## config.mk

```make
export PLATFORM = sky130hd
export DESIGN_NAME = edge_data_response
export DESIGN_NICKNAME = d
export VERILOG_FILES = /design/src/edge_pkg.sv /design/src/edge_data_response.sv
export SDC_FILE = /design/constraint.sdc
export NUM_CORES = 1
export LEC_CHECK = 0
export BUFFER_PORTS_ARGS = -buffer_cell sky130_fd_sc_hd__buf_2
export CAP_MARGIN = 20
export CORE_UTILIZATION = 51
export CTS_CLUSTER_SIZE = 20
export DETAILED_ROUTE_END_ITERATION = 16
export PLACE_DENSITY = 0.81
export SYNTH_ARGS = -nofsm -noshare
export SYNTH_HDL_FRONTEND = slang
export SYNTH_SLANG_ARGS = --single-unit
```

## constraint.sdc

```tcl
create_clock -name clock -period 2.4 [get_ports clock]
set_input_delay 0.48 -clock clock [delete_from_list [all_inputs] [get_ports clock]]
set_output_delay 0.48 -clock clock [all_outputs]
set_load 0.03 [all_outputs]
```

## src/edge_pkg.sv

```systemverilog
////////////////////////////////////////////////////////////
// Edge data read path shared definitions
// Line and word geometry, read command and FSM states
////////////////////////////////////////////////////////////

package edge_pkg;

	////////////////////////////////////////////////////////////
	// Geometry
	////////////////////////////////////////////////////////////

	parameter int WORD_BITS = 32;
	parameter int HALF_LINE_BITS = 256;
	parameter int WORDS_PER_HALF = HALF_LINE_BITS / WORD_BITS;
	parameter int WORDS_PER_LINE = 2 * WORDS_PER_HALF;

	// Word offset inside a full line
	parameter int OFFSET_BITS = $clog2(WORDS_PER_LINE);

	// Word slot inside one half line
	parameter int SLOT_BITS = $clog2(WORDS_PER_HALF);

	////////////////////////////////////////////////////////////
	// Request fields
	////////////////////////////////////////////////////////////

	parameter int TAG_BITS = 4;
	parameter int DEST_BITS = 16;

	// Travels alongside every read through the pipeline
	typedef struct packed {
		logic [TAG_BITS-1:0]    tag;
		logic [DEST_BITS-1:0]   dest;
		logic [OFFSET_BITS-1:0] word_offset;
	} edge_cmd_t;

	////////////////////////////////////////////////////////////
	// FSM states
	////////////////////////////////////////////////////////////

	typedef enum logic [1:0] {
		req_idle,
		req_acked,
		req_release
	} request_state_t;

	typedef enum logic [1:0] {
		resp_idle,
		resp_wait_ack,
		resp_wait_release
	} response_state_t;

endpackage

```

## src/edge_data_response.sv

```systemverilog
////////////////////////////////////////////////////////////
// Edge data response stage
// Result queue and four-phase response handshake
////////////////////////////////////////////////////////////

`timescale 1ns/10ps

module edge_data_response #(
	parameter int RESPONSE_DEPTH = 4
) (
	input  logic                           clock,
	input  logic                           rstn,
	input  logic                           result_valid,
	input  logic [edge_pkg::WORD_BITS-1:0] result_word,
	input  edge_pkg::edge_cmd_t            result_cmd,
	output logic                           data_req,
	input  logic                           data_ack,
	output logic [edge_pkg::WORD_BITS-1:0] data_word,
	output logic [edge_pkg::TAG_BITS-1:0]  data_tag,
	output logic [edge_pkg::DEST_BITS-1:0] data_dest,
	output logic                           response_done
);

	localparam int PTR_BITS = (RESPONSE_DEPTH > 1) ? $clog2(RESPONSE_DEPTH) : 1;
	localparam int COUNT_BITS = $clog2(RESPONSE_DEPTH + 1);

	logic [edge_pkg::WORD_BITS-1:0] word_q [RESPONSE_DEPTH];
	edge_pkg::edge_cmd_t            cmd_q [RESPONSE_DEPTH];

	logic [PTR_BITS-1:0]       wr_ptr;
	logic [PTR_BITS-1:0]       rd_ptr;
	logic [COUNT_BITS-1:0]     count;
	logic                      pop;
	edge_pkg::response_state_t state;

	function automatic logic [PTR_BITS-1:0] next_ptr(input logic [PTR_BITS-1:0] ptr);
		return (ptr == PTR_BITS'(RESPONSE_DEPTH - 1)) ? '0 : ptr + 1'b1;
	endfunction

	////////////////////////////////////////////////////////////
	// Result queue
	////////////////////////////////////////////////////////////

	// Head leaves once the host has dropped its ack
	assign pop = (state == edge_pkg::resp_wait_release) && !data_ack;

	always_ff @(posedge clock) begin
		if (result_valid) begin
			word_q[wr_ptr] <= result_word;
			cmd_q[wr_ptr] <= result_cmd;
		end
	end

	always_ff @(posedge clock or negedge rstn) begin
		if (!rstn) begin
			wr_ptr <= '0;
			rd_ptr <= '0;
			count <= '0;
		end else begin
			if (result_valid) begin
				wr_ptr <= next_ptr(wr_ptr);
			end
			if (pop) begin
				rd_ptr <= next_ptr(rd_ptr);
			end
			count <= count + COUNT_BITS'(result_valid) - COUNT_BITS'(pop);
		end
	end

	assign data_word = word_q[rd_ptr];
	assign data_tag = cmd_q[rd_ptr].tag;
	assign data_dest = cmd_q[rd_ptr].dest;

	////////////////////////////////////////////////////////////
	// Response handshake
	////////////////////////////////////////////////////////////

	always_ff @(posedge clock or negedge rstn) begin
		if (!rstn) begin
			state <= edge_pkg::resp_idle;
			data_req <= 1'b0;
			response_done <= 1'b0;
		end else begin
			response_done <= pop;
			case (state)
				edge_pkg::resp_idle: begin
					// Incoming result lands in the queue on this same edge
					if (count != '0 || result_valid) begin
						data_req <= 1'b1;
						state <= edge_pkg::resp_wait_ack;
					end
				end
				edge_pkg::resp_wait_ack: begin
					if (data_ack) begin
						data_req <= 1'b0;
						state <= edge_pkg::resp_wait_release;
					end
				end
				edge_pkg::resp_wait_release: begin
					if (!data_ack) begin
						state <= edge_pkg::resp_idle;
					end
				end
				default: begin
					state <= edge_pkg::resp_idle;
				end
			endcase
		end
	end

	// Request side credits keep the queue from overflowing
	no_overflow: assert property (@(posedge clock) disable iff (!rstn)
		result_valid |-> (count < COUNT_BITS'(RESPONSE_DEPTH)))
		else $error("result arrived at a full response queue");

endmodule

```

# Word-level counts from Yosys, hierarchy flattened
# Memories as Yosys holds them, arrays and structs flattened.
# Index checks and enable logic that the tools add are counted.
[word_totals] register_bits=11 ramBits=224 input_bits=60 out_inout_bits=54 wordCells=38 n_memories=2
[op_classes] n_addsub=4 n_eq_ne=7 muxes=11 reduce_logical=8
[memory_table] name="word_q" depth=4 word_bits=32 read_ports=1 rd_ports_with_merged_regs=0 wr=1 line_no="edge_data_response.sv:27" text="logic [edge_pkg::WORD_BITS-1:0] word_q [RESPONSE_DEPTH];"
[memory_table] name="cmd_q" depth=4 word_bits=24 read_ports=1 rd_ports_with_merged_regs=0 wr=1 line_no="edge_data_response.sv:28" text="edge_pkg::edge_cmd_t cmd_q [RESPONSE_DEPTH];"
[ops] cell="$mux 2" count=5
[ops] cell="$eq 2x2->1 const B" count=3
[ops] cell="$ne 2x2->1 const B" count=3
[ops] cell="$pmux 2 s3" count=1
[ops] cell="$reduce_and 3->1" count=2
[ops] cell="$add 2x1->2 const B" count=2
[ops] cell="$mux 1" count=4
[ops] cell="$add 3x1->3" count=1
[ops] cell="$reduce_bool 3->1" count=1
[ops] cell="$sub 3x1->3" count=1
[ops] cell="$eq 2x1->1 const B" count=1
[ops] cell="$logic_not 2->1" count=1
[ops] cell="$pmux 1 s2" count=1
[ops] cell="$reduce_bool 2->1" count=1
[ops] cell="$logic_and 1x1->1" count=1
[ops] cell="$logic_not 1->1" count=1
[ops] cell="$logic_or 1x1->1" count=1

# Longest topological paths before layout
[depth] ltp_word=4 ltp_mapped=8

# Worst setup path before layout
# No wires, ideal clock.
[synth_timing] path_kind="reg-to-reg" startpoint="reg wr_ptr[0]" endpoint="mem cmd_q[2][10] in the netlist's numbering, enable pin" setup_ns=0.415 arrival_time_ns=1.856 required_time_ns=1.985 path_slack_ns=0.129 path_stages_with_launch=4 path_buffers=0 cell_sequence="dfrtp_1 -> inv_1 -> ha_1 -> and2_1"
[synth_rtl] item="from (decl)" line_no="edge_data_response.sv:30" text="logic [PTR_BITS-1:0] wr_ptr;"
[synth_rtl] item="from (signal assigned)" line_no="edge_data_response.sv:61" text="wr_ptr <= next_ptr(wr_ptr);"
[synth_rtl] item="to (decl)" line_no="edge_data_response.sv:28"
# No word-level cell before the write port.

# Final worst setup path
[layout_timing] startpoint="reg rd_ptr[0]" endpoint="out data_word[21] in the netlist's numbering"
[layout_between] elab_chain_len=1
[layout_lines] item="from (decl)" line_no="edge_data_response.sv:31" text="logic [PTR_BITS-1:0] rd_ptr;"
[layout_lines] item="from (signal assigned)" line_no="edge_data_response.sv:64" text="rd_ptr <= next_ptr(rd_ptr);"
[layout_lines] item="$mem_v2 4x32"
[layout_lines] item="to (decl)" line_no="edge_data_response.sv:18" text="output logic [edge_pkg::WORD_BITS-1:0] data_word,"
# No other way between the ends.

==> reports/results.txt <==
Syn Nets - 387
Place WS - 241 ps
failing checks - setup timing
share of synthesized flip-flops with an asynchronous set or reset - 5.02%
GRT Util Overall - 18.0%
antenna diode count - 0
Netlist cell types - 25
die area - 16500 sq um
Hold Crit Class - in2reg
Post-synth EDFFs - 208
core region area - 15400 sq um
flops & latches, synth - 219
clock-pin slew on the worst setup and hold paths - 60 ps
Skew-Pair Late Insertion Delay - 490 ps
Max-Cap Viols - 0
Initial Utilization - 52.9%
Yosys top cell area share - 76.8%
first-pass GRT wire length - 21.8 mm
Max Buffers Root-to-Sink - 3
depth of the CTS H-tree - 1
Vias/cell - 5.41
die height - 128 um
Rel. slew slack - 70.1%
layout cells sized above 1 - 47.2%
Power per Cell Area - 1350 nW/um^2
clock skew - 6.56 ps
total congestion overflow - 0
clock root buffer - clkbuf_16
DP Cell Count - 644
crit path DAT - 1930 ps
post-layout util - 66.5%
fin crit share - 100%
WL met2 - 7.50 mm
final worst slack - -6.50 ps
CTS tree - built
Post-Syn Area - 8140 sq um
vias in the first global route - 4057
DRT Pass-1 Iters - 4
status - complete, but fails checks
Req. time, crit path - 1920 ps
PnR Total Power - 13800 uW
Final setup viols - 2
Synth Instances - 319
register area share after synthesis - 80.1%
RSZ-0062 raised after global routing - yes
worst-margin pin slew - 449 ps
iteration-0 DRC count of the detailed router - 186
Max Freq - 416 MHz
largest cells by area after synthesis - edfxtp_1 77%, mux4_2 13%, dfrtp_1 3.4%, mux4_1 1.3%, buf_12 1.2%
Fillers - 980
largest net degree at the start of global routing - 29
synth cell count leaders - 208 x edfxtp_1, 48 x mux4_2, 11 x dfrtp_1
Max Used Layer - met5
WS Path Type - reg2out
Lkg Pwr - 0.00360 uW
most numerous cell in the Yosys netlist - edfxtp_1
Area growth, synth to finish - 25.6%
Routed Antenna Nets - 0
CTS Buf Count - 22
Final Wtd Congestion - 0.669
clock sinks - 219
worst hold slack - 200 ps
VDD IR-drop max - 0.752 mV
FP Rows - 45
Boundary Pins - 114
DRC - 0
Port-buffer cells - 109
WL met3 - 786 um
Max Slew Vio Count - 0
Ys Warns - 0
CP endpoint kind - primary output
routed vias - 3758
crit-path max FO - 5
Die W - 128 um
post-synthesis average cell area - 25.5 sq um
minimum clock period - 2410 ps
initial antenna violation count - 1
DR WL/cell - 20.6 um
Top FF cell, synth - edfxtp_1
multi-input logic area - 1450 sq um
DRT met1 WL - 5.80 mm
Hold Fails Final Rpt - 0
Register Area - 6530 sq um
Post-layout nets - 536
fin cells - 694
final wirelength - 14.3 mm
Worst setup SP type - register
post-synth top area cell - edfxtp_1
DP HPWL - 8.53 mm
## what timing repair did
action | in CTS | in global routing
hold endpoints to repair | 11 | 0
gates resized for setup | 84 | 30
hold buffers | 1 | 0
cloned | 2 | 1
setup buffers | 7 | 0
endpoints found under the setup margin | 52 | 49
## final timing paths
| kind | cells past startpoint | endpoint | start | slack [ps] |
|---|---|---|---|---|
| worst max-delay path | 4 | data_word[21] | rd_ptr[0] | -6 |
| worst min-delay path | 1 | word_q[3][22] | result_word[22] | 200 |
| worst max register to register | 8 | count[2] | state[0] | 410 |
| worst min register to register | 1 | data_req | data_req | 500 |
| max in group asynchronous | 2 | rd_ptr[1] | rstn | 1770 |
| min in group asynchronous | 2 | count[2] | rstn | 390 |
## flip-flops by register name, summed over array words and instances, names as in the netlist
| signal | count |
|---|---|
| word_q | 128 |
| data_req | 1 |
| state | 2 |
| cmd_q | 80 |
| wr_ptr | 2 |
| response_done | 1 |
| rd_ptr | 2 |
| count | 3 |
## cell type report
class	instances	share of cell area, %
flip-flops and latches	219	63.9
multi-input cells	82	14.1
repair buffers	137	11.7
clock buffers	29	5.85
well taps	211	2.58
clock inverters	10	1.68
inverters	6	0.220
## per-stage QoR
| stage | TNS [ps] | instance area [sq um] |
|---|---|---|
| 3_5_place_dp | 0 | 8990 |
| 5_1_grt | -1730 | 10200 |
| 3_3_place_gp | 0 | 8990 |
| 2_1_floorplan | 0 | 8140 |
| 6_report | -6.85 | 10200 |
| 4_1_cts | -451 | 10100 |
## worst max-delay path, cell delays in order, from the launching register on
cell     delay [ps]
dfrtp_4         500
buf_4           180
buf_4           150
mux4_2          440
buf_6           160
## cell families after synthesis
kind of cell | synth area share [%]
flip-flops | 80.1
AND/OR/NAND/NOR | 1.06
buffers and inverters | 2.01
AO/OA/AOI/OAI | 0.400
adder cells (fa/ha/maj) | 1.32
multiplexers | 14.9
XOR/XNOR | 0.215
## report_power, final
part	leakage [uW]	switching (uW)	internal, uW
clock network	0.000374	1310	2280
registers	0.00204	235	4920
logic	0.00119	2660	2430
## cell usage in the layout (no fill, tap or decap), types with 3 or more instances in the layout
| master | count |
|---|---|
| buf_6 | 43 |
| dfrtp_1 | 9 |
| edfxtp_1 | 208 |
| inv_1 | 6 |
| buf_4 | 24 |
| clkbuf_16 | 24 |
| mux4_2 | 51 |
| and2_2 | 4 |
| clkinv_1 | 3 |
| buf_12 | 5 |
| buf_16 | 3 |
| buf_2 | 59 |
| clkbuf_1 | 6 |
| ha_1 | 7 |
| bufinv_16 | 5 |
## routing by layer
metal / vias up / GRT usage, %
met5: - / 0
met4: 2 / 5.12
met3: 28 / 4.13
met2: 105 / 31.5
met1: 1965 / 22.8
li1: 1658 / -
(Power assumes the default switching activity.)
