[config.mk]
export PLATFORM = sky130hd
export DESIGN_NAME = edge_read_request_flat
export DESIGN_NICKNAME = d
export VERILOG_FILES = /design/src/edge_pkg.sv /design/src/edge_read_ifs.sv /design/src/edge_read_request.sv /design/src/flat_wrapper.sv
export SDC_FILE = /design/constraint.sdc
export NUM_CORES = 1
export LEC_CHECK = 0
export CORE_MARGIN = 2
export CORE_UTILIZATION = 30
export CTS_CLUSTER_SIZE = 14
export DETAILED_ROUTE_END_ITERATION = 8
export DONT_BUFFER_PORTS = 1
export HOLD_SLACK_MARGIN = 0.02
export SETUP_SLACK_MARGIN = 0.4
export SYNTH_ARGS = -nofsm -noshare
export SYNTH_HDL_FRONTEND = slang
export SYNTH_SLANG_ARGS = --single-unit
[constraint.sdc]
create_clock -name clock -period 2.7 [get_ports clock]
set_clock_uncertainty 0.2 [all_clocks]
set_input_delay 0.27 -clock clock [delete_from_list [all_inputs] [get_ports clock]]
set_output_delay 0.27 -clock clock [all_outputs]
set_load 0.1 [all_outputs]
[src/edge_pkg.sv]
////////////////////////////////////////////////////////////
// Edge data read path shared definitions
// Line and word geometry, read command and FSM states
////////////////////////////////////////////////////////////

package edge_pkg;

	////////////////////////////////////////////////////////////
	// Geometry
	////////////////////////////////////////////////////////////

	parameter int WORD_BITS = 32;
	parameter int HALF_LINE_BITS = 256;
	parameter int WORDS_PER_HALF = HALF_LINE_BITS / WORD_BITS;
	parameter int WORDS_PER_LINE = 2 * WORDS_PER_HALF;

	// Word offset inside a full line
	parameter int OFFSET_BITS = $clog2(WORDS_PER_LINE);

	// Word slot inside one half line
	parameter int SLOT_BITS = $clog2(WORDS_PER_HALF);

	////////////////////////////////////////////////////////////
	// Request fields
	////////////////////////////////////////////////////////////

	parameter int TAG_BITS = 4;
	parameter int DEST_BITS = 16;

	// Travels alongside every read through the pipeline
	typedef struct packed {
		logic [TAG_BITS-1:0]    tag;
		logic [DEST_BITS-1:0]   dest;
		logic [OFFSET_BITS-1:0] word_offset;
	} edge_cmd_t;

	////////////////////////////////////////////////////////////
	// FSM states
	////////////////////////////////////////////////////////////

	typedef enum logic [1:0] {
		req_idle,
		req_acked,
		req_release
	} request_state_t;

	typedef enum logic [1:0] {
		resp_idle,
		resp_wait_ack,
		resp_wait_release
	} response_state_t;

endpackage

[src/edge_read_ifs.sv]
////////////////////////////////////////////////////////////
// Read command and half line interfaces
////////////////////////////////////////////////////////////

`timescale 1ns/10ps

// Cacheline read issued by the request stage
interface read_cmd_if #(
	parameter int LINE_COUNT = 32
);
	logic                      valid;
	logic [$clog2(LINE_COUNT)-1:0] line_address;
	edge_pkg::edge_cmd_t       cmd;

	modport source (output valid, output line_address, output cmd);
	modport sink (input valid, input line_address, input cmd);
endinterface


[src/edge_read_request.sv]
////////////////////////////////////////////////////////////
// Edge read request stage
// Four-phase intake, index split and credit based issue
////////////////////////////////////////////////////////////

`timescale 1ns/10ps

module edge_read_request #(
	parameter int LINE_COUNT = 32,
	parameter int RESPONSE_DEPTH = 4,
	localparam int INDEX_BITS = $clog2(LINE_COUNT * edge_pkg::WORDS_PER_LINE)
) (
	input  logic                           clock,
	input  logic                           rstn,
	input  logic                           edge_req,
	input  logic [INDEX_BITS-1:0]          edge_index,
	input  logic [edge_pkg::TAG_BITS-1:0]  edge_tag,
	input  logic [edge_pkg::DEST_BITS-1:0] edge_dest,
	output logic                           edge_ack,
	input  logic                           response_done,
	read_cmd_if.source                     read_cmd
);

	localparam int CREDIT_BITS = $clog2(RESPONSE_DEPTH + 1);

	edge_pkg::request_state_t state;
	logic [CREDIT_BITS-1:0]   credits;
	logic                     issue;

	// New request only from idle and with a free response slot
	assign issue = (state == edge_pkg::req_idle) && edge_req && (credits != '0);

	////////////////////////////////////////////////////////////
	// Intake handshake
	////////////////////////////////////////////////////////////

	always_ff @(posedge clock or negedge rstn) begin
		if (!rstn) begin
			state <= edge_pkg::req_idle;
			edge_ack <= 1'b0;
		end else begin
			case (state)
				edge_pkg::req_idle: begin
					if (issue) begin
						edge_ack <= 1'b1;
						state <= edge_pkg::req_acked;
					end
				end
				edge_pkg::req_acked: begin
					// Host releases its request, so drop ack
					if (!edge_req) begin
						edge_ack <= 1'b0;
						state <= edge_pkg::req_release;
					end
				end
				edge_pkg::req_release: begin
					state <= edge_pkg::req_idle;
				end
				default: begin
					state <= edge_pkg::req_idle;
				end
			endcase
		end
	end

	////////////////////////////////////////////////////////////
	// Read command issue
	////////////////////////////////////////////////////////////

	always_ff @(posedge clock or negedge rstn) begin
		if (!rstn) begin
			read_cmd.valid <= 1'b0;
		end else begin
			read_cmd.valid <= issue;
		end
	end

	// Upper index bits pick the line, lower bits the word
	always_ff @(posedge clock) begin
		if (issue) begin
			read_cmd.line_address <= edge_index[INDEX_BITS-1:edge_pkg::OFFSET_BITS];
			read_cmd.cmd.tag <= edge_tag;
			read_cmd.cmd.dest <= edge_dest;
			read_cmd.cmd.word_offset <= edge_index[edge_pkg::OFFSET_BITS-1:0];
		end
	end

	////////////////////////////////////////////////////////////
	// Credits
	////////////////////////////////////////////////////////////

	always_ff @(posedge clock or negedge rstn) begin
		if (!rstn) begin
			credits <= CREDIT_BITS'(RESPONSE_DEPTH);
		end else begin
			case ({issue, response_done})
				2'b10: credits <= credits - 1'b1;
				2'b01: credits <= credits + 1'b1;
				default: credits <= credits;
			endcase
		end
	end

	// Responses may never return more credits than were spent
	credit_bound: assert property (@(posedge clock) disable iff (!rstn)
		credits <= CREDIT_BITS'(RESPONSE_DEPTH))
		else $error("request credits exceed response queue depth");

endmodule
[src/flat_wrapper.sv]
// flat-port wrapper written by rule: the top's interface ports become plain ports
module edge_read_request_flat 
#(
	parameter int LINE_COUNT = 32,
	parameter int RESPONSE_DEPTH = 4,
	localparam int INDEX_BITS = $clog2(LINE_COUNT * edge_pkg::WORDS_PER_LINE)
)
  (clock, rstn, edge_req, edge_index, edge_tag, edge_dest, edge_ack, response_done, read_cmd_valid, read_cmd_line_address, read_cmd_cmd);
  read_cmd_if #(.LINE_COUNT(LINE_COUNT)) read_cmd_i ();
  input  logic clock;
  input  logic rstn;
  input  logic edge_req;
  input  logic [INDEX_BITS-1:0] edge_index;
  input  logic [edge_pkg::TAG_BITS-1:0] edge_tag;
  input  logic [edge_pkg::DEST_BITS-1:0] edge_dest;
  output logic edge_ack;
  input  logic response_done;
  output wire logic [$bits(read_cmd_i.valid)-1:0] read_cmd_valid;
  output wire logic [$bits(read_cmd_i.line_address)-1:0] read_cmd_line_address;
  output wire logic [$bits(read_cmd_i.cmd)-1:0] read_cmd_cmd;
  assign read_cmd_valid = read_cmd_i.valid;
  assign read_cmd_line_address = read_cmd_i.line_address;
  assign read_cmd_cmd = read_cmd_i.cmd;
  edge_read_request #(.LINE_COUNT(LINE_COUNT), .RESPONSE_DEPTH(RESPONSE_DEPTH)) u_core (.clock(clock), .rstn(rstn), .edge_req(edge_req), .edge_index(edge_index), .edge_tag(edge_tag), .edge_dest(edge_dest), .edge_ack(edge_ack), .response_done(response_done), .read_cmd(read_cmd_i));
endmodule
== Word level (Yosys, flattened, before mapping) ==
Index checks and enable logic that the tools add are counted.

* Logic and storage cells: 30
* Bits in registers: 36
* Output and inout port bits: 31

* $add $sub $neg: 2
* Muxes and demuxes: 7
* Reduce and logical (&&, ||, !) cells: 8
* Eq/ne operators: 5

{| class="wikitable"
|+ Operators with widths
! kind !! count
|-
| 3-bit case mux with 2 select lines || 1
|-
| 2-bit by 1-bit equality test with 1-bit output (second input constant) || 2
|-
| 2-bit two-way mux || 2
|-
| 2-bit case mux with 2 select lines || 1
|-
| 2-bit nonzero test || 2
|-
| 3-bit by 1-bit adder with 3-bit output (second input constant) || 1
|-
| 3-bit AND reduction || 1
|-
| 3-bit nonzero test || 1
|-
| 3-bit by 1-bit subtractor with 3-bit output (second input constant) || 1
|-
| 2-bit equality test (second input constant) || 1
|-
| 1-bit logical AND || 2
|-
| 2-bit zero test || 1
|-
| 1-bit two-way mux || 2
|-
| 2-bit by 1-bit != test with 1-bit output (second input constant) || 1
|-
| 2-bit != test (second input constant) || 1
|-
| 1-bit case mux with 2 select lines || 1
|-
| 2-bit AND reduction || 1
|}

== Logic depth before layout (Yosys ltp) ==
* Word-level depth: 5
* Mapped depth: 8
* Depth with buffers taken out: 8

== Worst setup path before layout ==
Ideal clock, no wire load.

* Path type: flip-flop to flip-flop
* Start: reg u_core.credits[2]
* End: reg u_core.credits[1]
* Path buffers: 0
* Cell stages (with the launch flop): 7
* Required time: 2,375 ps
* Slack: 519 ps
* Data arrival time: 1,856 ps
* Path through: dfstp_2 > nor3_1 > or3_4 > ha_1 > inv_1 > fa_1 > mux2_2

* Cells in the longest elaborated chain, start to end: 4
* Elaborated cells between the ends (all ways): 6
* Those cells by class: eq/ne: 2; mux: 1; reduce/logical: 3

{| class="wikitable"
|+ RTL lines
! item !! line !! text
|-
| start: declaration || edge_read_request.sv:27 || <nowiki>logic [CREDIT_BITS-1:0] credits;</nowiki>
|-
| start signal: assignment || edge_read_request.sv:94 || <nowiki>credits <= CREDIT_BITS'(RESPONSE_DEPTH);</nowiki>
|-
| start signal: assignment || edge_read_request.sv:97 || <nowiki>2'b10: credits <= credits - 1'b1;</nowiki>
|-
| start signal: assignment || edge_read_request.sv:98 || <nowiki>2'b01: credits <= credits + 1'b1;</nowiki>
|-
| 3-bit nonzero test * || edge_read_request.sv:31 || <nowiki>assign issue = (state == edge_pkg::req_idle) && edge_req && (credits != '0);</nowiki>
|-
| 1-bit logical AND * || edge_read_request.sv:31 ||
|-
| 2-bit by 1-bit equality test with 1-bit output / 2-bit equality test (equally long branches) || edge_read_request.sv:96 || <nowiki>case ({issue, response_done})</nowiki>
|-
| 3-bit case mux with 2 select lines / 2-bit nonzero test (equally long branches) || -- ||
|}

Mark *: on every way between the ends. The rest lies on a longest branch, timed or not.
A chain may end at the register's enable or synchronous reset.

== Worst setup path in the final report ==
Ends and elaborated chain as after synthesis.

==> key figures <==
Worst setup path
  – CP arrival: 2.21 ns
  – Crit Reg-Reg Startpoint: u_core.credits[2]
  – Worst path cell trace: nor3_2 > or3_4 > ha_2 > inv_1 > fa_1 > mux2_2
  – CP startpoint: u_core.credits[2]
  – Crit-path max FO: 3
  – CP Class: reg -> reg
  – R2R cell count: 6
  – Worst Path Buf+Inv: 1
  – WP data required: 2.67 ns
  – R2r setup slk: 0.46 ns
  – Cell family with most CP delay: adder cells
  – CP startpoint kind: flip-flop
  – Worst path slowest cell: dfstp_2
  – Worst r2r dst: u_core.credits[1]
  – CP Capture Type: flip-flop
  – Max stage delay on crit path: 0.55 ns
  – WP depth: 6

Finish
  – NumNets Final: 127
  – Layout cells sized above 1: approximately 15%
  – Final Non-Filler Cells: 141
  – Synthesis-to-finish area growth: 41.9%
  – Ant. Diodes: 0
  – Post-route cell area: 0.00167 mm²

Flow run
  – Max Cap Viol: 0

Placed design
  – Placer Congestion: ~0.63
  – I/O Buffers: 0
  – Placed Instances: 102
  – Post-DP Area: 0.00124 mm²
  – Post-DP HPWL: 1530 µm

CTS
  – Clk buf depth: 2
  – Clock slew at reported path FFs: 0.07 ns
  – Total CTS buffers: 5
  – Clock Latency Late Sink: about 0.28 ns
  – CTS Sinks: 36
  – Root Buffer: clkbuf_8
  – H-tree depth: 2
  – Post CTS Setup Buffer Count: 0
  – CTS tree: yes

Logic synthesis
  – Syn Area/Cell: ~22 µm²
  – Gate Count Post-Synth: 53
  – Sequential area share after synthesis: 88.9%
  – Synth Register Bits: 36
  – Yosys warns: 0
  – Synth Cell Area: 0.00118 mm²
  – Yosys cell types: 15
  – Syn Nets: 88

Global routing
  – GRT Util Overall: 10.2%
  – Initial antenna violation count: 0
  – Largest net degree at the start of global routing: 30
  – Total grt overflow: 0
  – Vias in the first global route: 655
  – First-pass GRT wire length: 3140 µm

STA
  – Slew @ Worst Pin: just over 0.9 ns
  – Min Hold Slack: 0.0806 ns
  – Final period utilization: 83.0%
  – Max frequency: around 450 MHz
  – Unrepaired setup endpoints after global routing: false
  – Fin crit period: 2.24 ns
  – Final hold vios: 0
  – Final setup viols: 0
  – Worst rel slew slack: 39.0%
  – Max-slew violation count: 0
  – Setup Total Neg Slack: 0 ns

Die
  – Die ar.: around 0.0044 mm²
  – Starting Density: a little under a third
  – Core area: between 0.003 and 0.004 mm²
  – Die H: 66.6 µm
  – # IOs: 64
  – Die Width: 66.6 µm
  – # rows: 22

Pwr
  – Gate power share: 9.9%
  – Power Internal: 1.10 mW
  – Clk pwr share: 23.2%
  – Net Switching: ~0.83 mW
  – Power per cell area: ~1200 mW/mm²
  – Switching Share: 43.1%
  – Sequential share of power: 66.9%
  – P_leak: ~0.61 nW
  – Maximum vdd drop: 0.493 mV

Route
  – Drt total wl: 2240 µm
  – Residual DRC count: 0
  – Routed length per instance: around 16 µm
  – Routed Antenna Nets: 0
  – Initial DRC Count: 67
  – Number of vias per cell: 4.28
  – Iteration count of the initial detailed-routing pass: 2
  – DR vias: 603

Outcome
  – Outcome: complete, no violations

Hold path
  – Worst hold path depth: 2
  – Hold_sp: response_done
  – Min-Delay Path Class: in -> reg
  – Hold Path Sink: u_core.credits[0]
-- worst max path at each step --
stage / to / slack [ns]
finish: u_core.credits[1] / 0.46
global route: u_core.credits[2] / 0.40
CTS: u_core.credits[1] / 0.43
detailed placement: u_core.credits[1] / 0.43
global placement: u_core.credits[1] / 0.50
floorplan: u_core.credits[1] / 0.52
-- repair_timing --
action | 4_1_cts | 5_1_grt
setup endpoints to repair | 0 | 2
hold endpoints to repair | 39 | 0
hold buffers | 31 | 0
gates resized for setup | 0 | 2
-- cells by family after synthesis --
| logic type | count (synthesis) | share of synthesized area, % |
|---|---|---|
| adder cells (fa/ha/maj) | 2 | 2.76 |
| XOR/XNOR | 3 | 2.23 |
| multiplexers | 1 | 0.956 |
| buffers and inverters | 4 | 1.27 |
| AND/OR/NAND/NOR | 5 | 2.66 |
| AO/OA/AOI/OAI | 2 | 1.17 |
| flip-flops | 36 | 88.9 |
-- metal layers --
| layer | GRT usage, % | wire length, µm | vias to the layer above |
|---|---|---|---|
| li1 | - | - | 270 |
| met1 | 9.69 | 797 | 280 |
| met2 | 17.0 | 1070 | 50 |
| met3 | 7.77 | 349 | 3 |
| met4 | 3.06 | 23 | 0 |
| met5 | 0 | 0 | - |
-- synthesized netlist by cell type, drive strengths merged --
| library cell | number | share of area, % |
|---|---|---|
| or3 | 1 | 0.96 |
| o21ai | 1 | 0.74 |
| xnor2 | 1 | 0.74 |
| edfxtp | 29 | 74 |
| mux2 | 1 | 0.96 |
| nand2b | 1 | 0.53 |
| fa | 1 | 1.7 |
| ha | 1 | 1.1 |
| xor2 | 2 | 1.5 |
| nor3 | 2 | 0.85 |
| inv | 4 | 1.3 |
| dfrtp | 6 | 13 |
| dfstp | 1 | 2.2 |
| a21oi | 1 | 0.42 |
| nor2 | 1 | 0.32 |
-- sequential cells by signal, indices dropped and copies added (netlist names) --
register	flops
u_core.read_cmd.valid	1
u_core.edge_ack	1
u_core.state	2
u_core.read_cmd.cmd	24
u_core.read_cmd.line_address	5
u_core.credits	3
-- per-stage QoR --
step	util (%)	power [mW]	setup WS (ns)
finish	44.9	1.94	0.460
global route	44.9	2.02	0.405
detailed placement	33.5	1.46	0.429
CTS	44.7	1.95	0.429
global placement	33.5	1.44	0.502
floorplan	-	1.40	0.519
-- cells in the final DEF (no fill, tap or decap), types with 2 or more instances in the layout --
cell	count
dfrtp_1	6
inv_1	4
edfxtp_1	29
xor2_1	2
dlygate4sd3_1	31
clkbuf_8	5
-- cell type report --
type                       instances  area, µm²
clock inverter                     2       35.0
clock buffer                       6       72.6
sequential                        36       1050
timing repair buffer              32        318
fill                             326       2050
multi-input combinational         13        123
inverter                           4       15.0
tap                               48       60.1
-- power by group through the flow --
stage               Sequential, mW  Combinational [mW]  Clock, mW
finish                        1.29               0.192      0.450
global route                  1.31               0.219      0.495
CTS                           1.29               0.193      0.464
detailed placement            1.30               0.155          0
global placement              1.30               0.142          0
floorplan                     1.28               0.119          0
Note: power is estimated with default switching activity, not from simulation.
