<file path="config.mk">
export PLATFORM = sky130hd
export DESIGN_NAME = edge_data_extract_flat
export DESIGN_NICKNAME = d
export VERILOG_FILES = /design/src/edge_pkg.sv /design/src/edge_read_ifs.sv /design/src/edge_data_extract.sv /design/src/flat_wrapper.sv
export SDC_FILE = /design/constraint.sdc
export NUM_CORES = 1
export LEC_CHECK = 0
export ABC_AREA = 1
export BUFFER_PORTS_ARGS = -buffer_cell sky130_fd_sc_hd__clkbuf_2
export CORE_AREA = 4 4 237 239
export CTS_BUF_LIST = sky130_fd_sc_hd__clkbuf_16
export CTS_CLUSTER_SIZE = 30
export DETAILED_ROUTE_END_ITERATION = 7
export DIE_AREA = 0 0 241 243
export HOLD_SLACK_MARGIN = 0.1
export PLACE_DENSITY = 0.7
export RECOVER_POWER = 25
export SYNTH_ARGS = -nofsm -noshare
export SYNTH_HDL_FRONTEND = slang
export SYNTH_SLANG_ARGS = --single-unit
</file>
<file path="constraint.sdc">
create_clock -name clock -period 1.39 [get_ports clock]
set_input_delay 0.0695 -clock clock [delete_from_list [all_inputs] [get_ports clock]]
set_output_delay 0.0695 -clock clock [all_outputs]
set_load 0.01 [all_outputs]
</file>
<file path="src/edge_pkg.sv">
////////////////////////////////////////////////////////////
// Edge data read path shared definitions
// Line and word geometry, read command and FSM states
////////////////////////////////////////////////////////////

package edge_pkg;

	////////////////////////////////////////////////////////////
	// Geometry
	////////////////////////////////////////////////////////////

	parameter int WORD_BITS = 32;
	parameter int HALF_LINE_BITS = 256;
	parameter int WORDS_PER_HALF = HALF_LINE_BITS / WORD_BITS;
	parameter int WORDS_PER_LINE = 2 * WORDS_PER_HALF;

	// Word offset inside a full line
	parameter int OFFSET_BITS = $clog2(WORDS_PER_LINE);

	// Word slot inside one half line
	parameter int SLOT_BITS = $clog2(WORDS_PER_HALF);

	////////////////////////////////////////////////////////////
	// Request fields
	////////////////////////////////////////////////////////////

	parameter int TAG_BITS = 4;
	parameter int DEST_BITS = 16;

	// Travels alongside every read through the pipeline
	typedef struct packed {
		logic [TAG_BITS-1:0]    tag;
		logic [DEST_BITS-1:0]   dest;
		logic [OFFSET_BITS-1:0] word_offset;
	} edge_cmd_t;

	////////////////////////////////////////////////////////////
	// FSM states
	////////////////////////////////////////////////////////////

	typedef enum logic [1:0] {
		req_idle,
		req_acked,
		req_release
	} request_state_t;

	typedef enum logic [1:0] {
		resp_idle,
		resp_wait_ack,
		resp_wait_release
	} response_state_t;

endpackage

</file>
<file path="src/edge_read_ifs.sv">


// One half of a returned cacheline
interface half_line_if;
	logic                                valid;
	edge_pkg::edge_cmd_t                 cmd;
	logic [edge_pkg::HALF_LINE_BITS-1:0] data;

	modport source (output valid, output cmd, output data);
	modport sink (input valid, input cmd, input data);
endinterface

</file>
<file path="src/edge_data_extract.sv">
////////////////////////////////////////////////////////////
// Edge data extract
// Aligns the two halves, picks the word, reverses its bytes
////////////////////////////////////////////////////////////

`timescale 1ns/10ps

module edge_data_extract (
	input  logic                           clock,
	input  logic                           rstn,
	half_line_if.sink                      half_0,
	half_line_if.sink                      half_1,
	output logic                           result_valid,
	output logic [edge_pkg::WORD_BITS-1:0] result_word,
	output edge_pkg::edge_cmd_t            result_cmd
);

	// Half 1 held back one cycle
	logic                                h1_valid;
	edge_pkg::edge_cmd_t                 h1_cmd;
	logic [edge_pkg::HALF_LINE_BITS-1:0] h1_data;

	// Joined line
	logic                                line_valid;
	edge_pkg::edge_cmd_t                 line_cmd;
	logic [edge_pkg::HALF_LINE_BITS-1:0] line_lo;
	logic [edge_pkg::HALF_LINE_BITS-1:0] line_hi;

	// Selected word, still in memory byte order
	logic                           word_valid;
	edge_pkg::edge_cmd_t            word_cmd;
	logic [edge_pkg::WORD_BITS-1:0] word_data;

	logic [edge_pkg::SLOT_BITS-1:0] select_slot;
	logic                           select_high;

	function automatic logic [edge_pkg::WORD_BITS-1:0] reverse_bytes(
		input logic [edge_pkg::WORD_BITS-1:0] word
	);
		logic [edge_pkg::WORD_BITS-1:0] swapped;
		for (int b = 0; b < edge_pkg::WORD_BITS / 8; b++) begin
			swapped[8*b +: 8] = word[edge_pkg::WORD_BITS - 8*(b+1) +: 8];
		end
		return swapped;
	endfunction

	////////////////////////////////////////////////////////////
	// Valid pipeline
	////////////////////////////////////////////////////////////

	always_ff @(posedge clock or negedge rstn) begin
		if (!rstn) begin
			h1_valid <= 1'b0;
			line_valid <= 1'b0;
			word_valid <= 1'b0;
			result_valid <= 1'b0;
		end else begin
			h1_valid <= half_1.valid;
			line_valid <= half_0.valid;
			word_valid <= line_valid;
			result_valid <= word_valid;
		end
	end

	////////////////////////////////////////////////////////////
	// Payload pipeline
	////////////////////////////////////////////////////////////

	// Offsets 8 to 15 live in the upper half
	assign select_slot = line_cmd.word_offset[edge_pkg::SLOT_BITS-1:0];
	assign select_high = line_cmd.word_offset[edge_pkg::OFFSET_BITS-1];

	always_ff @(posedge clock) begin
		h1_data <= half_1.data;
		h1_cmd <= half_1.cmd;

		// Stage 1 joins the halves
		line_lo <= half_0.data;
		line_hi <= h1_data;
		line_cmd <= half_0.cmd;

		// Stage 2 selects the word
		if (select_high) begin
			word_data <= line_hi[select_slot*edge_pkg::WORD_BITS +: edge_pkg::WORD_BITS];
		end else begin
			word_data <= line_lo[select_slot*edge_pkg::WORD_BITS +: edge_pkg::WORD_BITS];
		end
		word_cmd <= line_cmd;

		// Stage 3 reverses the byte order
		result_word <= reverse_bytes(word_data);
		result_cmd <= word_cmd;
	end

	// Memory skew must line up both halves of the same read
	half_alignment: assert property (@(posedge clock) disable iff (!rstn)
		(half_0.valid == h1_valid) && (!half_0.valid || half_0.cmd == h1_cmd))
		else $error("half line 0 and delayed half line 1 are misaligned");

endmodule

</file>
<file path="src/flat_wrapper.sv">
// flat-port wrapper written by rule: the top's interface ports become plain ports
module edge_data_extract_flat 
  (clock, rstn, result_valid, result_word, result_cmd, half_0_valid, half_0_cmd, half_0_data, half_1_valid, half_1_cmd, half_1_data);
  half_line_if half_0_i ();
  half_line_if half_1_i ();
  input  logic clock;
  input  logic rstn;
  output logic result_valid;
  output logic [edge_pkg::WORD_BITS-1:0] result_word;
  output edge_pkg::edge_cmd_t result_cmd;
  input wire logic [$bits(half_0_i.valid)-1:0] half_0_valid;
  input wire logic [$bits(half_0_i.cmd)-1:0] half_0_cmd;
  input wire logic [$bits(half_0_i.data)-1:0] half_0_data;
  input wire logic [$bits(half_1_i.valid)-1:0] half_1_valid;
  input wire logic [$bits(half_1_i.cmd)-1:0] half_1_cmd;
  input wire logic [$bits(half_1_i.data)-1:0] half_1_data;
  assign half_0_i.valid = half_0_valid;
  assign half_0_i.cmd = half_0_cmd;
  assign half_0_i.data = half_0_data;
  assign half_1_i.valid = half_1_valid;
  assign half_1_i.cmd = half_1_cmd;
  assign half_1_i.data = half_1_data;
  edge_data_extract u_core (.clock(clock), .rstn(rstn), .half_0(half_0_i), .half_1(half_1_i), .result_valid(result_valid), .result_word(result_word), .result_cmd(result_cmd));
endmodule
</file>
==> impl_metrics.csv, run 1 <==
group,metric,value,unit
cts,cts.repair.resized,79,
cts,clk_path_buf_depth,3,
synth,syn_area,0.0248,sq mm
floorplanning,fp.dieW,241,microns
cts,cts_setup_buffers,13,
synth,synthCells,2456,
synth,synth_warnings,0,
placed_design,gp_congestion,0.919,
synth,syn_nets,3020,
synth,ys_ff_latch,907,
synth,syn_area_per_cell,10.1,sq um
synth,ys_seq_area_share,73.3,%
placed_design,port_buffers,595,
floorplanning,die_y,243,microns
status,stop_error,"[ERROR RSZ-0060] Max buffer count reached.",
floorplanning,rows,85,
cts,clock_sinks,907,
placed_design,dpl.hpwl,50100,microns
floorplanning,start_util,46.1,%
floorplanning,io_pins,621,
synth,synth_cell_types,14,
cts,hold_buffers,782,
status,stop_stage,"clock tree synthesis",
cts,cts-root-buf,"clkbuf_16",
placed_design,placed_cell_area,0.0289,sq mm
status,status,"stopped before the end",
cts,htreeDepth,3,
cts,numCtsBuffers,86,
-- stage by stage --
step	util, %	worst slack, ns	std cells	setup TNS, ns
after detailed placement	53.7	-0.302	3731	-3.80
after global placement	53.7	-0.246	3731	-3.12
after floorplan	-	0.221	2456	0
-- synthesized netlist by cell type (all sizes together) --
cell type  count  area (sq um)
dfxtp        904         18100
nand2        672          2520
inv          388          1460
nand3        384          1920
buf           94           667
clkbuf        11          41.3
dfrtp          3          75.1
-- logic make-up after synthesis --
family / after synthesis / share of synthesized area, %
buffers and inverters: 493 / 8.75
and+or+nand+nor: 1056 / 17.9
DFF: 907 / 73.3
==> run 2: changes to the inputs <==
- CORE_AREA: 4 4 237 239 -> not set
- CORE_MARGIN: not set -> 4
- CORE_UTILIZATION: not set -> 40
- CTS_BUF_LIST: sky130_fd_sc_hd__clkbuf_16 -> not set
- CTS_CLUSTER_SIZE: 30 -> not set
- DIE_AREA: 0 0 241 243 -> not set
- HOLD_SLACK_MARGIN: 0.1 -> not set
- PLACE_DENSITY: 0.7 -> not set
- PLACE_DENSITY_LB_ADDON: not set -> 0.15
==> run 2 against run 1 <==
The flow now finishes, with violations (negative setup slack). Synthesized area did not move. Synthesized cell count did not move.
==> impl_metrics.csv, run 2 <==
group,metric,value,unit
status,status,"finished with violations",
status,violations,"negative setup slack",
floorplanning,start_util,40.8,%
synth,ys_async_sr_fraction,0.331,%
finish,nFillCells,4617,
setup_path,required,1.91,ns
synth,synth_warnings,0,
floorplanning,fp.dieArea,0.0660,sq mm
timing,finalWorstSetupSlack,-0.172,ns
timing,slew-limit-headroom,69.2,%
setup_path,slowest_delay,0.50,ns
setup_path,arrival,2.09,ns
drt,drt_iter0_drc,1160,
floorplanning,rows,90,
placed_design,gp_congestion,0.883,
placed_design,dpl.hpwl,52500,microns
placed_design,port_buffers,595,
drt,totalWireLength,85000,microns
synth,synth_cell_types,14,
global_route,grt_pass1_wl,124000,microns
cts,cts-root-buf,"clkbuf_16",
drt,vias,20330,
pwr,p_clk_share,42.0,%
pwr,power_switching,13.1,mW
timing,hold_violations,0,
setup_path,cpMostUsedCell,"buf_12",
pwr,vdd_drop_max,1.38,mV
floorplanning,design.core.area,0.0608,sq mm
synth,syn_nets,3020,
setup_path,path_class,"flip-flop to flip-flop",
synth,syn_area,0.0248,sq mm
finish,fin_cells,4569,
setup_path,slowest_stage,"dfxtp_4",
setup_path,ff2ff_setup_slack,-0.17,ns
flow_run,cap_violations,0,
hold_path,holdPathEnd,"u_core.line_cmd[4]",
global_route,grt_antenna_before_repair,15,
setup_path,r2r-start,"u_core.line_cmd[3]",
synth,synth_top_area_share,73.0,%
hold_path,min_path_cells,2,
pwr,seqPwrFrac,48.8,%
finish,reg_top3,"u_core.h1_data: 256 flops, u_core.line_hi: 256 flops, u_core.line_lo: 256 flops",
cts,cts_tree,"built",
synth,synth_edf_count,0,
timing,slew_viol_final,0,
pwr,combPwrFrac,9.2,%
synth,syn_area_per_cell,10.1,sq um
finish,final_common_cell,"dfxtp_1",
pwr,intPower,44.2,mW
drt,drtAntennaViolNets,0,
setup_path,r2r.worst_path.cells,9,
synth,ys_ff_latch,907,
setup_path,crit_chain,"buf_12, buf_12, buf_12, buf_4, nand2_1, nand3_1, nand3_1, nand3_2, nand2_1",
finish,area_growth,57.7,%
pwr,p_sw_share,22.9,%
synth,synthCells,2456,
global_route,grt-ovfl-total,0,
cts,clk_path_buf_depth,3,
synth,netlist_top_cells_area,"dfxtp_1 (73%), nand2_1 (10%), nand3_1 (7.8%), inv_1 (5.8%), buf_6 (1.2%)",
timing,worstMarginPinSlew,0.462,ns
timing,fin_crit,1.56,ns
cts,clkLatencyLatePin,0.64,ns
drt,firstDrtPassIters,5,
drt,wl_per_cell,18.6,microns
synth,synth.largest_area_cell,"dfxtp_1",
cts,numCtsBuffers,89,
synth,synthFlopType,"dfxtp_1",
drt,route.detailed.drc,0,
floorplanning,fp.dieW,257,microns
global_route,grt_max_degree,50,
synth,yosys-top-cells-count,"dfxtp_1 (904), nand2_1 (672), inv_1 (386)",
finish,final_util,64.3,%
timing,fmax,640,MHz
setup_path,start_kind,"flip-flop",
timing,setup_viol,32,
floorplanning,io_pins,621,
setup_path,crit_fanout,8,
hold_path,worstHoldStart,"half_0_cmd[4]",
timing,clock_skew,0.0250,ns
placed_design,place_inst,3806,
finish,drive_gt1_share,27.0,%
pwr,p_per_area,1470,mW/mm^2
synth,ys_seq_area_share,73.3,%
timing,rsz0062_at_grt,"true",
pwr,power.total,57.4,mW
hold_path,min_path_type,"input port to flip-flop",
global_route,grt_usage,24.5,%
pwr,p_leak,19.6,nW
cts,clkTransAtPathRegs,0.06,ns
floorplanning,die_y,257,microns
finish,final_cell_mix,"dfxtp_1 (900), nand2_1 (624), clkbuf_2 (587)",
global_route,grt_pass1_vias,21610,
cts,htreeDepth,3,
timing,fin_crit_sh,112,%
drt,vias_per_cell,4.45,
setup_path,crit_path_end_kind,"flip-flop",
synth,post-synth-top-count-cell,"dfxtp_1",
finish,final_nets,4268,
cts,clock_sinks,907,
setup_path,r2r-end,"u_core.word_data[27]",
## run 2: layout make-up
| cell class | count | area [sq um] | share of cell area (%) |
|---|---|---|---|
| timing repair inverter | 1 | 11.3 | 0.0288 |
| tap | 782 | 978 | 2.50 |
| multi-input combinational | 1056 | 5270 | 13.5 |
| inverter | 388 | 1480 | 3.78 |
| clock buffer | 128 | 2570 | 6.59 |
| timing repair buffer | 1261 | 10200 | 26.0 |
| clock inverter | 34 | 413 | 1.06 |
| sequential | 907 | 18200 | 46.5 |
| antenna | 12 | 30.0 | 0.0768 |
## run 2: repair_timing
action	in CTS	in global routing
setup endpoints to repair	32	32
resized for setup	105	116
hold buffers	539	0
hold endpoints to repair	540	0
pin swaps	31	72
buffers inserted	14	17
gates cloned	9	12
## run 2: routing by layer
| metal | track usage (%) | share of wire, % | vias up |
|---|---|---|---|
| li1 | - | - | 9891 |
| met1 | 30.8 | 42 | 9500 |
| met2 | 41.7 | 49 | 749 |
| met3 | 4.43 | 5.7 | 186 |
| met4 | 10.1 | 3.7 | 4 |
| met5 | 0 | 0.036 | - |
## run 2: worst max-delay path by stage
stage / from / to / slack, ns / cells after the start
floorplan: u_core.line_cmd[3] / u_core.word_data[11] / 0.22 / 9
global placement: u_core.line_cmd[3] / u_core.word_data[14] / -0.32 / 8
detailed placement: u_core.line_cmd[3] / u_core.word_data[12] / -0.33 / 8
CTS: u_core.line_cmd[3] / u_core.word_data[7] / -0.13 / 9
global route: u_core.line_cmd[3] / u_core.word_data[27] / -0.21 / 9
finish: u_core.line_cmd[3] / u_core.word_data[27] / -0.17 / 9
## run 2: critical path, delay by kind of cell (launching register included)
family,cells,cell delay (ns)
DFF,1,0.50
buffers and inverters,4,0.54
and+or+nand+nor,5,0.40
## run 2: cell families after synthesis
family / count (synthesis) / synth area share [%]
flops: 907 / 73.3
simple gates: 1056 / 17.9
buf+inv: 493 / 8.75
## run 2: through the flow
| step | worst slack (ns) | instance area, sq um | TNS, ns | hold slack (ns) |
|---|---|---|---|---|
| 3_3_place_gp | -0.316 | 28900 | -4.24 | -0.134 |
| 3_5_place_dp | -0.332 | 28900 | -4.64 | -0.127 |
| 4_1_cts | -0.125 | 38200 | -2.43 | 0.0140 |
| 2_1_floorplan | 0.221 | 24800 | 0 | -0.226 |
| 6_report | -0.172 | 39100 | -2.76 | 0.0674 |
| 5_1_grt | -0.209 | 39100 | -5.01 | 0.0470 |
## run 2: power by group through the flow
stage	combinational, mW	clock, mW	sequential [mW]
floorplan	1.48	0	28.5
global placement	3.31	0	28.5
detailed placement	3.32	0	28.6
CTS	4.92	24.4	28.0
global route	5.71	25.5	28.1
finish	5.29	24.1	28.0
(Power assumes the default switching activity.)
==> run 3: changes to the inputs <==
- clock period: 1.39 -> 1.67 ns (I/O delays scaled with it)
==> run 3 against run 2 <==
The run now ends clean. Non-clock buffer count down 79. Wire length down 4.7%. Design area down 4.4%. Via count down 2.5%. Combinational power down 27%. Worst setup slack better by 0.21 ns. Power down 16%. Largest cell class unchanged. Highest routed layer unchanged.
==> impl_metrics.csv, run 3 (synthesized netlist as in run 2, its figures left out) <==
group,metric,value,unit
status,status,"completed",
cts,htreeDepth,3,
finish,final_common_cell,"dfxtp_1",
timing,slew-limit-headroom,63.3,%
setup_path,arrival,2.12,ns
drt,vias,19818,
finish,final_util,61.5,%
pwr,power.total,48.4,mW
pwr,p_leak,18.8,nW
timing,fin_crit,1.63,ns
setup_path,start_kind,"flip-flop",
hold_path,min_path_cells,2,
cts,clkLatencyLatePin,0.63,ns
placed_design,gp_congestion,0.835,
finish,final_area,0.0374,sq mm
drt,totalWireLength,81100,microns
timing,fmax,614,MHz
global_route,grt_pass1_wl,121000,microns
cts,cts_tree,"built",
finish,final_cell_mix,"dfxtp_1 (900), nand2_1 (672), clkbuf_2 (579)",
finish,nFillCells,4796,
timing,setup_viol,0,
finish,final_nets,4189,
timing,rsz0062_at_grt,"true",
setup_path,required,2.16,ns
setup_path,r2r.worst_path.cells,7,
floorplanning,die_y,257,microns
placed_design,placed_cell_area,0.0286,sq mm
floorplanning,fp.dieArea,0.0660,sq mm
timing,fin_crit_sh,97.5,%
pwr,vdd_drop_max,1.11,mV
placed_design,dpl.hpwl,50400,microns
pwr,p_per_area,1290,mW/mm^2
cts,numCtsBuffers,90,
drt,drtAntennaViolNets,0,
global_route,grt_max_degree,62,
setup_path,crit_fanout,30,
drt,vias_per_cell,4.41,
placed_design,place_inst,3770,
global_route,grt_pass1_vias,21200,
global_route,grt_usage,23.7,%
flow_run,cap_violations,0,
cts,clock_sinks,907,
cts,clkTransAtPathRegs,0.06,ns
timing,hold_violations,0,
floorplanning,io_pins,621,
finish,fin_cells,4490,
cts,cts-root-buf,"clkbuf_16",
setup_path,path_class,"flip-flop to flip-flop",
finish,reg_top3,"u_core.h1_data: 256 flops, u_core.line_hi: 256 flops, u_core.line_lo: 256 flops",
cts,clk_path_buf_depth,3,
floorplanning,start_util,40.8,%
hold_path,min_path_type,"input port to flip-flop",
global_route,grt-ovfl-total,0,
drt,firstDrtPassIters,5,
global_route,grt_antenna_before_repair,19,
timing,clock_skew,0.0241,ns
finish,area_growth,50.8,%
drt,drt_iter0_drc,1271,
finish,drive_gt1_share,21.4,%
drt,wl_per_cell,18.1,microns
placed_design,port_buffers,595,
placed_design,dp_worst_setup_slack,-0.0887,ns
floorplanning,design.core.area,0.0608,sq mm
floorplanning,rows,90,
drt,route.detailed.drc,0,
timing,slew_viol_final,0,
timing,worstMarginPinSlew,0.549,ns
timing,finalWorstSetupSlack,0.0411,ns
setup_path,crit_path_end_kind,"flip-flop",
floorplanning,fp.dieW,257,microns
## run 3: cell types whose count changed in the layout (fill, tap and decap cells not counted), sizes merged
| cell | before | now |
|---|---|---|
| clkbuf | 734 | 720 |
| clkinv | 25 | 20 |
| inv | 390 | 393 |
| buf | 115 | 45 |
| diode | 12 | 13 |
| bufinv | 5 | 11 |
## run 3: path summary, 6_finish.rpt
check	start	slack, ns	end
max	u_core.line_cmd[3]	0.04	u_core.word_data[9]
min	half_0_data[113]	0.08	u_core.line_lo[113]
max reg2reg	u_core.line_cmd[3]	0.04	u_core.word_data[9]
min reg2reg	u_core.h1_data[170]	0.31	u_core.line_hi[170]
max in group asynchronous	rstn	1.16	u_core.result_valid
min in group asynchronous	rstn	0.35	u_core.word_valid
## run 3: worst max-delay path, stage by stage, from the launching register on
cell and delay (ns):
dfxtp_4 0.42, inv_8 0.20, buf_12 0.22, nand2_1 0.07, nand3_1 0.07, nand3_1 0.11, nand3_1 0.29, nand2_1 0.08
## run 3: metrics by stage
stage                     setup TNS, ns  hold slack, ns
final                                 0          0.0822
after global routing            -0.0375          0.0589
after CTS                       -0.0271          0.0327
after floorplan                       0          -0.212
after global placement           -0.134          -0.120
after detailed placement         -0.194          -0.115
## run 3: power by group
group | internal, mW | switching (mW) | leakage [nW] | total, mW
clock network | 12.7 | 8.56 | 1.56 | 21.3
registers | 22.9 | 0.358 | 7.66 | 23.3
logic | 1.96 | 1.89 | 9.57 | 3.85
total | 37.6 | 10.8 | 18.8 | 48.4
## run 3: area by class of cell
| cell class | count | area (sq um) | area share [%] |
|---|---|---|---|
| Clock inverter | 39 | 587 | 1.57 |
| Tap cell | 782 | 978 | 2.62 |
| Timing Repair Buffer | 1182 | 9060 | 24.2 |
| Sequential cell | 907 | 18200 | 48.6 |
| Antenna cell | 13 | 32.5 | 0.0870 |
| Clock buffer | 123 | 2600 | 6.95 |
| Multi-Input combinational cell | 1056 | 4470 | 12.0 |
| Inverter | 388 | 1470 | 3.93 |
## run 3: timing repair
item	CTS	global route
hold buffers	539	0
pin swaps	0	0
setup endpoints to repair	4	7
resized for setup	2	10
cloned	1	3
endpoints found under the hold margin	540	0
buffers inserted	0	2
## run 3: metal layers
metal	vias up	wire, microns	track usage [%]
met4	8	3330	10.1
met5	-	48	0
met1	9215	34200	29.4
met3	206	4560	4.98
met2	662	38900	40.4
li1	9727	-	-
